===== src/sdram_sched_pkg.sv =====
package sdram_sched_pkg;

  ////////////////////
  // Widths

  localparam int BA_W      = 2;
  localparam int NUM_BANKS = 1 << BA_W;
  localparam int ROW_W     = 11;
  localparam int COL_W     = 8;
  localparam int DQ_W      = 16;
  localparam int DM_W      = DQ_W / 8;

  // Pin encoding {cs_n, ras_n, cas_n, we_n}
  typedef enum logic [3:0] {
    CMD_NOP = 4'b0111,
    CMD_ACT = 4'b0011,
    CMD_RD  = 4'b0101,
    CMD_WR  = 4'b0100,
    CMD_PRE = 4'b0010,
    CMD_REF = 4'b0001
  } sdram_cmd_e;

  ////////////////////
  // Control and status registers

  typedef struct packed {
    logic        ena;
    logic [1:0]  cl;
    logic [3:0]  t_rcd;
    logic [3:0]  t_rp;
    logic [3:0]  t_ras;
    logic [3:0]  t_rc;
    logic [15:0] t_ref;
  } csr_t;

  localparam csr_t CSR_RESET = '{
    ena:   1'b0,
    cl:    2'd2,
    t_rcd: 4'd2,
    t_rp:  4'd2,
    t_ras: 4'd5,
    t_rc:  4'd7,
    t_ref: 16'd400
  };

  // CTRL holds ena at bit 0 and cl at bits 5:4
  // TIMING holds t_rcd in 3:0, t_rp in 7:4, t_ras in 11:8 and t_rc in 15:12
  localparam logic [3:0] CSR_CTRL   = 4'h0;
  localparam logic [3:0] CSR_TIMING = 4'h4;
  localparam logic [3:0] CSR_TREF   = 4'h8;

  ////////////////////
  // Host side and internal command

  typedef struct packed {
    logic             we;
    logic [BA_W-1:0]  ba;
    logic [ROW_W-1:0] row;
    logic [COL_W-1:0] col;
    logic [DQ_W-1:0]  wdata;
    logic [DM_W-1:0]  be;
  } req_t;

  typedef struct packed {
    logic [DQ_W-1:0] rdata;
  } rsp_t;

  // Command as issued by the FSM
  // Field all marks a precharge of every bank
  typedef struct packed {
    sdram_cmd_e       cmd;
    logic             all;
    logic [BA_W-1:0]  ba;
    logic [ROW_W-1:0] row;
  } bank_cmd_t;

endpackage


===== src/sdram_csr_apb.sv =====
`timescale 1ns/100ps

module sdram_csr_apb (
  input  logic                  clk_i,
  input  logic                  rst_ni,
  input  logic                  psel_i,
  input  logic                  penable_i,
  input  logic                  pwrite_i,
  input  logic [3:0]            paddr_i,
  input  logic [31:0]           pwdata_i,
  output logic [31:0]           prdata_o,
  output logic                  pready_o,
  output logic                  pslverr_o,
  output sdram_sched_pkg::csr_t csr_o
);
  import sdram_sched_pkg::*;

  logic access;
  logic addr_hit;

  // Access phase of an APB transfer
  assign access   = psel_i & penable_i;
  assign addr_hit = (paddr_i == CSR_CTRL) || (paddr_i == CSR_TIMING) || (paddr_i == CSR_TREF);

  assign pready_o  = 1'b1;
  assign pslverr_o = access & ~addr_hit;

  always_ff @(posedge clk_i or negedge rst_ni)
  begin
    if (!rst_ni)
    begin
      csr_o <= CSR_RESET;
    end
    else if (access && pwrite_i)
    begin
      case (paddr_i)
        CSR_CTRL:
        begin
          csr_o.ena <= pwdata_i[0];
          csr_o.cl  <= pwdata_i[5:4];
        end
        CSR_TIMING:
        begin
          csr_o.t_rcd <= pwdata_i[3:0];
          csr_o.t_rp  <= pwdata_i[7:4];
          csr_o.t_ras <= pwdata_i[11:8];
          csr_o.t_rc  <= pwdata_i[15:12];
        end
        CSR_TREF:
          csr_o.t_ref <= pwdata_i[15:0];
        default: ;
      endcase
    end
  end

  // Read back mirrors the write layout
  always_comb
  begin
    case (paddr_i)
      CSR_CTRL:   prdata_o = {26'd0, csr_o.cl, 3'd0, csr_o.ena};
      CSR_TIMING: prdata_o = {16'd0, csr_o.t_rc, csr_o.t_ras, csr_o.t_rp, csr_o.t_rcd};
      CSR_TREF:   prdata_o = {16'd0, csr_o.t_ref};
      default:    prdata_o = 32'd0;
    endcase
  end

endmodule


===== src/sdram_bank_timers.sv =====
`timescale 1ns/100ps

module sdram_bank_timers (
  input  logic                                  clk_i,
  input  logic                                  rst_ni,
  input  sdram_sched_pkg::csr_t                 csr_i,
  input  sdram_sched_pkg::bank_cmd_t            cmd_i,
  output logic [sdram_sched_pkg::NUM_BANKS-1:0] bank_open_o,
  output logic [sdram_sched_pkg::NUM_BANKS-1:0][sdram_sched_pkg::ROW_W-1:0] open_row_o,
  output logic [sdram_sched_pkg::NUM_BANKS-1:0] rcd_done_o,
  output logic [sdram_sched_pkg::NUM_BANKS-1:0] rp_done_o,
  output logic [sdram_sched_pkg::NUM_BANKS-1:0] ras_done_o,
  output logic                                  rc_done_o
);
  import sdram_sched_pkg::*;

  // Timer slots are tRCD per bank, tRP per bank, tRAS per bank and the shared tRC last
  localparam int RCD = 0;
  localparam int RP  = NUM_BANKS;
  localparam int RAS = 2 * NUM_BANKS;
  localparam int RC  = 3 * NUM_BANKS;
  localparam int NT  = 3 * NUM_BANKS + 1;

  logic [NUM_BANKS-1:0] act_bank;
  logic [NUM_BANKS-1:0] pre_bank;
  logic [NT-1:0]        ld;
  logic [NT-1:0][3:0]   ld_val;
  logic [NT-1:0][3:0]   cnt;
  logic [NT-1:0]        done;

  ////////////////////
  // Load decode

  always_comb
  begin
    for (int b = 0; b < NUM_BANKS; b++)
    begin
      act_bank[b]   = (cmd_i.cmd == CMD_ACT) && (cmd_i.ba == BA_W'(b));
      pre_bank[b]   = (cmd_i.cmd == CMD_PRE) && (cmd_i.all || (cmd_i.ba == BA_W'(b)));
      ld[RCD+b]     = act_bank[b];
      ld_val[RCD+b] = csr_i.t_rcd;
      ld[RP+b]      = pre_bank[b];
      ld_val[RP+b]  = csr_i.t_rp;
      ld[RAS+b]     = act_bank[b];
      ld_val[RAS+b] = csr_i.t_ras;
    end
    ld[RC]     = (cmd_i.cmd == CMD_ACT) || (cmd_i.cmd == CMD_REF);
    ld_val[RC] = csr_i.t_rc;
  end

  ////////////////////
  // Countdowns

  // Loading N-1 puts done high exactly N cycles after the load
  always_ff @(posedge clk_i or negedge rst_ni)
  begin
    if (!rst_ni)
    begin
      cnt  <= '0;
      done <= '1;
    end
    else
    begin
      for (int i = 0; i < NT; i++)
      begin
        if (ld[i])
        begin
          cnt[i]  <= ld_val[i] - 4'd1;
          done[i] <= ld_val[i] <= 4'd1;
        end
        else if (!done[i])
        begin
          cnt[i]  <= cnt[i] - 4'd1;
          done[i] <= cnt[i] == 4'd1;
        end
      end
    end
  end

  ////////////////////
  // Row state

  always_ff @(posedge clk_i or negedge rst_ni)
  begin
    if (!rst_ni)
      bank_open_o <= '0;
    else
      bank_open_o <= (bank_open_o | act_bank) & ~pre_bank;
  end

  always_ff @(posedge clk_i)
  begin
    for (int b = 0; b < NUM_BANKS; b++)
    begin
      if (act_bank[b])
        open_row_o[b] <= cmd_i.row;
    end
  end

  assign rcd_done_o = done[RCD +: NUM_BANKS];
  assign rp_done_o  = done[RP +: NUM_BANKS];
  assign ras_done_o = done[RAS +: NUM_BANKS];
  assign rc_done_o  = done[RC];

endmodule


===== src/sdram_refresh_ctrl.sv =====
`timescale 1ns/100ps

module sdram_refresh_ctrl (
  input  logic                  clk_i,
  input  logic                  rst_ni,
  input  sdram_sched_pkg::csr_t csr_i,
  input  logic                  ref_issued_i,
  output logic                  ref_pending_o
);

  logic [15:0] ref_cnt;

  // Interval counter reloaded with t_ref-1 so one period is t_ref cycles
  always_ff @(posedge clk_i or negedge rst_ni)
  begin
    if (!rst_ni)
      ref_cnt <= '0;
    else if (!csr_i.ena || (ref_cnt == 16'd0))
      ref_cnt <= csr_i.t_ref - 16'd1;
    else
      ref_cnt <= ref_cnt - 16'd1;
  end

  // A new interval wins over a REF in the same cycle
  always_ff @(posedge clk_i or negedge rst_ni)
  begin
    if (!rst_ni)
      ref_pending_o <= 1'b0;
    else if (csr_i.ena && (ref_cnt == 16'd0))
      ref_pending_o <= 1'b1;
    else if (ref_issued_i)
      ref_pending_o <= 1'b0;
  end

endmodule


===== src/sdram_cmd_fsm.sv =====
`timescale 1ns/100ps

module sdram_cmd_fsm (
  input  logic                                  clk_i,
  input  logic                                  rst_ni,
  input  sdram_sched_pkg::csr_t                 csr_i,
  input  logic                                  req_valid_i,
  input  sdram_sched_pkg::req_t                 req_i,
  output logic                                  req_ready_o,
  input  logic [sdram_sched_pkg::NUM_BANKS-1:0] bank_open_i,
  input  logic [sdram_sched_pkg::NUM_BANKS-1:0][sdram_sched_pkg::ROW_W-1:0] open_row_i,
  input  logic [sdram_sched_pkg::NUM_BANKS-1:0] rcd_done_i,
  input  logic [sdram_sched_pkg::NUM_BANKS-1:0] rp_done_i,
  input  logic [sdram_sched_pkg::NUM_BANKS-1:0] ras_done_i,
  input  logic                                  rc_done_i,
  input  logic                                  ref_pending_i,
  output sdram_sched_pkg::bank_cmd_t            cmd_o,
  output logic                                  ref_issued_o,
  output logic                                  rd_issued_o,
  output sdram_sched_pkg::sdram_cmd_e           sdram_cmd_o,
  output logic [sdram_sched_pkg::BA_W-1:0]      sdram_ba_o,
  output logic [sdram_sched_pkg::ROW_W-1:0]     sdram_addr_o,
  output logic [sdram_sched_pkg::DQ_W-1:0]      sdram_dq_o,
  output logic                                  sdram_dqoe_o,
  output logic [sdram_sched_pkg::DM_W-1:0]      sdram_dm_o
);
  import sdram_sched_pkg::*;

  logic             row_hit;
  logic [ROW_W-1:0] nxt_addr;

  assign row_hit = bank_open_i[req_i.ba] && (open_row_i[req_i.ba] == req_i.row);

  ////////////////////
  // Command decision

  always_comb
  begin
    cmd_o.cmd = CMD_NOP;
    cmd_o.all = 1'b0;
    cmd_o.ba  = req_i.ba;
    cmd_o.row = req_i.row;
    if (csr_i.ena)
    begin
      if (ref_pending_i)
      begin
        // Close all rows, then refresh
        if (|bank_open_i)
        begin
          if (&ras_done_i)
          begin
            cmd_o.cmd = CMD_PRE;
            cmd_o.all = 1'b1;
          end
        end
        else if (&rp_done_i && rc_done_i)
          cmd_o.cmd = CMD_REF;
      end
      else if (req_valid_i)
      begin
        if (row_hit)
        begin
          if (rcd_done_i[req_i.ba])
            cmd_o.cmd = req_i.we ? CMD_WR : CMD_RD;
        end
        // Wrong row open in this bank
        else if (bank_open_i[req_i.ba])
        begin
          if (ras_done_i[req_i.ba])
            cmd_o.cmd = CMD_PRE;
        end
        else if (rp_done_i[req_i.ba] && rc_done_i)
          cmd_o.cmd = CMD_ACT;
      end
    end
  end

  assign req_ready_o  = (cmd_o.cmd == CMD_RD) || (cmd_o.cmd == CMD_WR);
  assign rd_issued_o  = cmd_o.cmd == CMD_RD;
  assign ref_issued_o = cmd_o.cmd == CMD_REF;

  // Bit 10 selects all banks on PRE and stays low for RD and WR
  always_comb
  begin
    nxt_addr = '0;
    case (cmd_o.cmd)
      CMD_ACT:        nxt_addr = cmd_o.row;
      CMD_RD, CMD_WR: nxt_addr = ROW_W'(req_i.col);
      CMD_PRE:        nxt_addr[10] = cmd_o.all;
      default:        nxt_addr = '0;
    endcase
  end

  ////////////////////
  // Pin registers

  always_ff @(posedge clk_i or negedge rst_ni)
  begin
    if (!rst_ni)
    begin
      sdram_cmd_o  <= CMD_NOP;
      sdram_dqoe_o <= 1'b0;
    end
    else
    begin
      sdram_cmd_o  <= cmd_o.cmd;
      sdram_dqoe_o <= cmd_o.cmd == CMD_WR;
    end
  end

  // Data and mask travel with the WR command
  always_ff @(posedge clk_i)
  begin
    sdram_ba_o   <= cmd_o.ba;
    sdram_addr_o <= nxt_addr;
    sdram_dq_o   <= req_i.wdata;
    sdram_dm_o   <= ~req_i.be;
  end

endmodule


===== src/sdram_rd_return.sv =====
`timescale 1ns/100ps

module sdram_rd_return #(
  parameter int MAX_CL = 3
) (
  input  logic                                 clk_i,
  input  logic                                 rst_ni,
  input  sdram_sched_pkg::csr_t                csr_i,
  input  logic                                 rd_issued_i,
  input  logic [sdram_sched_pkg::DQ_W-1:0]     sdram_dq_i,
  output logic                                 rsp_valid_o,
  output sdram_sched_pkg::rsp_t                rsp_o
);

  // Stage k is high k cycles after RD reaches the pins
  logic [MAX_CL:0] rd_pipe;

  always_ff @(posedge clk_i or negedge rst_ni)
  begin
    if (!rst_ni)
    begin
      rd_pipe     <= '0;
      rsp_valid_o <= 1'b0;
    end
    else
    begin
      rd_pipe     <= {rd_pipe[MAX_CL-1:0], rd_issued_i};
      rsp_valid_o <= rd_pipe[csr_i.cl];
    end
  end

  // Capture while the memory drives the read word
  always_ff @(posedge clk_i)
  begin
    if (rd_pipe[csr_i.cl])
      rsp_o.rdata <= sdram_dq_i;
  end

endmodule


===== src/sdram_scheduler_top.sv =====
`timescale 1ns/100ps

module sdram_scheduler_top #(
  parameter int MAX_CL = 3
) (
  input  logic                              clk_i,
  input  logic                              rst_ni,
  input  logic                              psel_i,
  input  logic                              penable_i,
  input  logic                              pwrite_i,
  input  logic [3:0]                        paddr_i,
  input  logic [31:0]                       pwdata_i,
  output logic [31:0]                       prdata_o,
  output logic                              pready_o,
  output logic                              pslverr_o,
  input  logic                              req_valid_i,
  input  sdram_sched_pkg::req_t             req_i,
  output logic                              req_ready_o,
  output logic                              rsp_valid_o,
  output sdram_sched_pkg::rsp_t             rsp_o,
  output sdram_sched_pkg::sdram_cmd_e       sdram_cmd_o,
  output logic [sdram_sched_pkg::BA_W-1:0]  sdram_ba_o,
  output logic [sdram_sched_pkg::ROW_W-1:0] sdram_addr_o,
  output logic [sdram_sched_pkg::DQ_W-1:0]  sdram_dq_o,
  output logic                              sdram_dqoe_o,
  output logic [sdram_sched_pkg::DM_W-1:0]  sdram_dm_o,
  input  logic [sdram_sched_pkg::DQ_W-1:0]  sdram_dq_i
);
  import sdram_sched_pkg::*;

  csr_t                             csr;
  bank_cmd_t                        bank_cmd;
  logic [NUM_BANKS-1:0]             bank_open;
  logic [NUM_BANKS-1:0][ROW_W-1:0]  open_row;
  logic [NUM_BANKS-1:0]             rcd_done;
  logic [NUM_BANKS-1:0]             rp_done;
  logic [NUM_BANKS-1:0]             ras_done;
  logic                             rc_done;
  logic                             ref_pending;
  logic                             ref_issued;
  logic                             rd_issued;

  sdram_csr_apb u_csr (
    .clk_i, .rst_ni, .psel_i, .penable_i, .pwrite_i, .paddr_i, .pwdata_i,
    .prdata_o, .pready_o, .pslverr_o,
    .csr_o (csr)
  );

  sdram_bank_timers u_timers (
    .clk_i, .rst_ni,
    .csr_i       (csr),
    .cmd_i       (bank_cmd),
    .bank_open_o (bank_open),
    .open_row_o  (open_row),
    .rcd_done_o  (rcd_done),
    .rp_done_o   (rp_done),
    .ras_done_o  (ras_done),
    .rc_done_o   (rc_done)
  );

  sdram_refresh_ctrl u_refresh (
    .clk_i, .rst_ni,
    .csr_i         (csr),
    .ref_issued_i  (ref_issued),
    .ref_pending_o (ref_pending)
  );

  sdram_cmd_fsm u_fsm (
    .clk_i, .rst_ni,
    .csr_i         (csr),
    .req_valid_i, .req_i, .req_ready_o,
    .bank_open_i   (bank_open),
    .open_row_i    (open_row),
    .rcd_done_i    (rcd_done),
    .rp_done_i     (rp_done),
    .ras_done_i    (ras_done),
    .rc_done_i     (rc_done),
    .ref_pending_i (ref_pending),
    .cmd_o         (bank_cmd),
    .ref_issued_o  (ref_issued),
    .rd_issued_o   (rd_issued),
    .sdram_cmd_o, .sdram_ba_o, .sdram_addr_o, .sdram_dq_o, .sdram_dqoe_o, .sdram_dm_o
  );

  sdram_rd_return #(
    .MAX_CL (MAX_CL)
  ) u_rd_return (
    .clk_i, .rst_ni,
    .csr_i       (csr),
    .rd_issued_i (rd_issued),
    .sdram_dq_i, .rsp_valid_o, .rsp_o
  );

endmodule


===== config.mk =====
export PLATFORM = sky130hd
export DESIGN_NAME = sdram_scheduler_top
export DESIGN_NICKNAME = d
export VERILOG_FILES = /design/src/sdram_sched_pkg.sv /design/src/sdram_csr_apb.sv /design/src/sdram_bank_timers.sv /design/src/sdram_refresh_ctrl.sv /design/src/sdram_cmd_fsm.sv /design/src/sdram_rd_return.sv /design/src/sdram_scheduler_top.sv
export SDC_FILE = /design/constraint.sdc
export NUM_CORES = 1
export LEC_CHECK = 0
export BUFFER_PORTS_ARGS = -buffer_cell sky130_fd_sc_hd__buf_2
export CAP_MARGIN = 40
export CORE_AREA = 2 2 145 147
export DETAILED_ROUTE_END_ITERATION = 6
export DIE_AREA = 0 0 147 149
export PLACE_DENSITY = 0.85
export SLEW_MARGIN = 10
export SYNTH_ARGS = -nofsm -noshare
export SYNTH_HDL_FRONTEND = slang
export SYNTH_SLANG_ARGS = --single-unit

===== constraint.sdc =====
create_clock -name clk_i -period 4 [get_ports clk_i]
set_input_delay 0.2 -clock clk_i [delete_from_list [all_inputs] [get_ports clk_i]]
set_output_delay 0.2 -clock clk_i [all_outputs]
set_load 0.01 [all_outputs]

# Word-level counts from Yosys, hierarchy flattened

Index checks and enable logic that the tools add are counted.

Output and inout bits: 88
Input bits: 98
Word-level logic and storage cells: 224
Bits in registers: 222

Bitwise operators: 7
Equal/unequal tests: 37
Magnitude comparators: 6
Multiplexer cells: 84
Add/sub/neg operators: 19
Reduce and logical (&&, ||, !) cells: 34

Operators by type and width:

| kind                                                   | number |
|---|---|
| two-way mux 4 bit                                      | 32 |
| subtractor 4 x 1 -> 4 bit (second input constant)      | 17 |
| equality test 4 x 1 -> 1 bit (second input constant)   | 14 |
| one-hot mux 16 bit (3 select lines)                    | 1 |
| two-way mux 1 bit                                      | 36 |
| subtractor 16 x 1 -> 16 bit (second input constant)    | 2 |
| inequality test 2 x 1 -> 1 bit (second input constant) | 13 |
| binary-select mux 11 bit (select 2 bit)                | 1 |
| one-hot mux 10 bit (2 select lines)                    | 1 |
| <= comparator 4 x 1 -> 1 bit (second input constant)   | 4 |
| zero test 16 bit                                       | 1 |
| two-way mux 16 bit                                     | 1 |
| logical AND 1 bit                                      | 13 |
| equality test 4 x 3 -> 1 bit (second input constant)   | 3 |
| two-way mux 3 bit                                      | 4 |
| equality test 11 bit                                   | 1 |
| two-way mux 11 bit                                     | 1 |
| binary-select mux 1 bit (select 2 bit)                 | 5 |
| logical OR 1 bit                                       | 9 |
| equality test 4 x 2 -> 1 bit (second input constant)   | 2 |
| AND reduction 4 bit                                    | 2 |
| < comparator 2 x 3 -> 1 bit (second input constant)    | 2 |
| AND reduction 2 bit                                    | 3 |
| two-way mux 5 bit                                      | 1 |
| other kinds (16)                                       | 18 |

# Logic depth before layout (Yosys ltp)

Depth after elaboration: 13
Mapped depth: 12

# By module

Synthesis repeated with hierarchy kept, for this count alone.

Cells, all modules: 824
Area total of the unflattened synthesis: 10705.3 um^2

By module, submodules not included:

| module             | times used | cells an instance | area an instance (um^2) |
|---|---|---|---|
| sdram_bank_timers  | 1          | 408               | 5377.7 |
| sdram_csr_apb      | 1          | 132               | 1770.4 |
| sdram_cmd_fsm      | 1          | 138               | 1667.8 |
| sdram_refresh_ctrl | 1          | 124               | 1261.2 |
| sdram_rd_return    | 1          | 22                | 628.1 |

# Worst setup path after synthesis

OpenSTA, ideal clock, no wires.

Path type: register to register
Start point: reg u_refresh.ref_cnt[1]
End point: reg u_refresh.ref_cnt[10]
Buffers on the path: 3
Arrival: 4121 ps
Required time: 3913 ps
Stages on the path, launching flop included: 13
Path slack: -208 ps
Cell sequence: dfrtp_1 or4_4 or4_4 o31ai_4 clkbuf_1 buf_1 mux2i_1 ha_1 inv_1 or3_1 clkbuf_1 or4b_1 o211ai_1

Word-level cells in the longest chain between the ends: 3
Elaborated cells on any way between the ends: 4
Those cells by class: add/sub: 1; mux: 1; reduce/logical: 2

RTL lines:

| item                                                                | RTL line                 | RTL |
|---|---|---|
| start, declared                                                     | sdram_refresh_ctrl.sv:11 | `logic [15:0] ref_cnt;` |
| start signal, assigned                                              | sdram_refresh_ctrl.sv:19 | `ref_cnt <= csr_i.t_ref - 16'd1;` |
| start signal, assigned                                              | sdram_refresh_ctrl.sv:21 | `ref_cnt <= ref_cnt - 16'd1;` |
| branches (longest 2 deep; another with subtractor 16 x 1 -> 16 bit) | -                        |  |
| two-way mux 16 bit (*)                                              | sdram_refresh_ctrl.sv:18 | `else if (!csr_i.ena \|\| (ref_cnt == 16'd0))` |

Mark *: on every way between the ends.
A chain may end at the register's enable or synchronous reset.

# Worst setup path after layout

Start point: reg u_refresh.ref_cnt[11]
End point: reg u_refresh.ref_cnt[10]

Word-level cells in the longest chain between the ends: 3

RTL lines:

| item               | RTL line |
|---|---|
| zero test 16 bit   | sdram_refresh_ctrl.sv:18 |
| logical OR 1 bit   | sdram_refresh_ctrl.sv:18 |
| two-way mux 16 bit | sdram_refresh_ctrl.sv:18 |

No other way between the ends.

==> metrics.cfg <==
[clock_tree]
root_buffer=clkbuf_16
cts_tree=yes
h-tree-depth=1
cts_resized=0
clock-sinks=221
clk_pin_slew_worst_paths_ns=0.06
insertion_delay_ns=0.50
cts_setup_buffers=0
clockBufferDepth=3
cts_buffers=23
hold_buffers=73

[timing]
fmax_mhz=282
slew_headroom_pct=49.8
rsz0062_at_grt=false
slew_violations=0
fin_crit_ns=3.55
hold_viol_final=0
period_share_pct=88.7
setup_viol=0
worst_pin_slew_ns=0.733
clock-skew-final_ns=0.0139
finalSetupTns_ns=0

[grt]
overflow=0
grt_max_degree=47
grt.total_usage_pct=21.9
grt_pass1_wl_um=38700
antenna_found_initial=0
grt_pass1_vias=7598

[final_layout]
syn_to_final_growth_pct=25.4
final_nets=1174
layout.area.seq_um2=5710
multi_input_area_um2=4190
n_fill_cell=1563
drive_gt1_share_pct=27.6
diodes=0

[routing]
ant_nets=0
drt_iter0_drc=524
drc=0
routedWlPerCell_um=18.0
drt-total-wl_um=23900
vias=7138
vias_per_cell=5.36
drtPass1Iterations=5

[place]
io_buffers=151
place.detailed.hpwl_um=15300
gp_congestion=0.841

[yosys]
syn-instance-count=803
async_flop_share_pct=58.8
ys.flop_type=dfrtp_1
post-synth-top-area-cell=dfrtp_1
synth_area_um2=10300
synth_cell_types=54
yosysWarnings=0
ys_top_cells_by_count=dfrtp_1, mux2i_1, edfxtp_1
post-synth-top-count-cell=dfrtp_1
synth_edf_count=60
avgSynthCellArea_um2=12.8
ys_seq_area_share_pct=55.6
synth_area_leaders=dfrtp_1, edfxtp_1, mux2i_1, dfstp_2, dfxtp_1
synth_top_cell_area_share_pct=25.1
synth_seq_cells=221

[setup_path]
crit_start=u_refresh.ref_cnt[11]$_DFF_PN0_
rr_startpoint=u_refresh.ref_cnt[11]$_DFF_PN0_
worst_setup_path_end_kind=flop
cp_max_fo=6
cp.arrival_ns=3.95
cp.required_ns=4.41
worst-setup-path-type=flop to flop
startpoint_type=flop

[power]
comb_power_share_pct=24.0
peakVddDrop_mv=0.439
leakagePower_nw=6.03
p_sw_share_pct=30.4
p_seq_share_pct=46.1
clkPwrFrac_pct=30.0
power.switching_w=0.00223
totalPowerFinal_w=0.00734
power.internal_w=0.00511
power_density_nw_per_um2=570

[worst_hold_path]
worstHoldPathType=input port to flop
hold_start=req_i[37]

[die]
start_util_pct=49.9
ioPinCount=186
rows=53
fp.dieW_um=147
coreArea_um2=20600
fp.dieH_um=149
fp.dieArea_um2=21900

[status]
status=finished, final reports clean

[run]
maxCapViolations=0

-- critical path, cell delays in order, from the launching register on --
cell and delay [ns]:
dfrtp_1 0.40, or4_1 0.60, or3_4 0.39, o31ai_4 0.32, mux2i_1 0.32, ha_1 0.25, inv_1 0.08, or3_1 0.47
or4b_1 0.53, o211ai_1 0.10
-- power by group through the flow --
stage	registers [W]	clock network (W)	logic, W
after floorplan	0.00325	0	0.00133
after global placement	0.00337	0	0.00158
after detailed placement	0.00340	0	0.00169
after CTS	0.00337	0.00224	0.00177
after global routing	0.00345	0.00234	0.00200
final	0.00338	0.00220	0.00176
-- kinds of logic (layout without fill, tap and decap cells) --
| group | Yosys count | count (layout) | synth area share [%] |
|---|---|---|---|
| other | 2 | 18 | 0.0732 |
| adder cells (fa/ha/maj) | 35 | 35 | 4.27 |
| AND/OR/NAND/NOR | 146 | 146 | 7.74 |
| AO/OA/AOI/OAI | 84 | 84 | 5.69 |
| flip-flops | 221 | 221 | 55.6 |
| multiplexers | 140 | 140 | 15.6 |
| buffers and inverters | 96 | 334 | 4.24 |
| XOR/XNOR | 79 | 79 | 6.74 |
-- per-layer routing --
layer  track usage (%)  vias up  share of wire [%]
li1                  -     3280                  -
met1              27.9     3555                 42
met2              39.2      251                 50
met3              3.91       52                5.9
met4              5.63        0                2.5
met5                 0        -                  0
-- cell type report --
type	count	share of cell area, %
Sequential cell	221	44.4
Tap cell	275	2.67
Clock inverter	9	0.768
Multi-Input combinational cell	502	32.5
Inverter	52	1.52
Clock buffer	32	5.37
Timing Repair Buffer	241	12.8
-- state kept, by name, summed over array words and instances, names as in the netlist, 2 cells and up --
name                  flops
u_timers.cnt             52
u_csr.csr_o              35
u_timers.open_row_o      44
u_fsm.sdram_dq_o         16
u_rd_return.rsp_o        16
u_timers.bank_open_o      4
u_refresh.ref_cnt        16
u_fsm.sdram_addr_o       11
u_fsm.sdram_cmd_o         3
u_fsm.sdram_ba_o          2
u_rd_return.rd_pipe       4
u_timers.done            13
u_fsm.sdram_dm_o          2
-- final timing paths --
kind	end	slack [ns]	cells after the start
worst max register to register	u_refresh.ref_cnt[10]$_DFF_PN0_	0.45	9
worst min-delay path	u_fsm.sdram_ba_o[0]$_DFF_P_	0.1	1
max in group asynchronous	u_timers.done[7]$_DFF_PN1_	2.72	4
worst min register to register	u_rd_return.rd_pipe[3]$_DFF_PN0_	0.38	0
min in group asynchronous	u_csr.csr_o[2]$_DFFE_PN0P_	0.20	2
worst max-delay path	u_refresh.ref_cnt[10]$_DFF_PN0_	0.45	9
-- per-stage QoR --
stage               cells  setup WS, ns  hold slack (ns)  instance area (µm²)  utilization (%)
floorplan             819        0.0588          -0.0956                10300                -
global placement     1215         0.588            0.302                11300             55.0
detailed placement   1218         0.486            0.171                11300             55.2
CTS                  1332         0.453           0.0897                12900             62.6
global route         1332         0.304            0.111                12900             62.6
finish               1332         0.454           0.0957                12900             62.6
-- cell usage in the layout (no fill, tap or decap), types with 7 or more instances in the layout --
cell type      instances
dfxtp_1               31
nor2_1                40
edfxtp_1              60
mux2_2                38
mux2i_1               90
conb_1                18
buf_2                150
nand2_1               18
nor3_1                11
a21oi_1               26
inv_1                 52
nor2b_1               14
o21ai_0               15
dfstp_2               27
nor4_1                18
xor2_1                23
nand3_1                7
mux4_2                12
dfrtp_1              103
clkbuf_16             24
ha_1                  35
dlygate4sd3_1         73
buf_4                 16
xnor2_1               56
a22o_1                22
No activity file was read; power rests on OpenSTA's default activity.
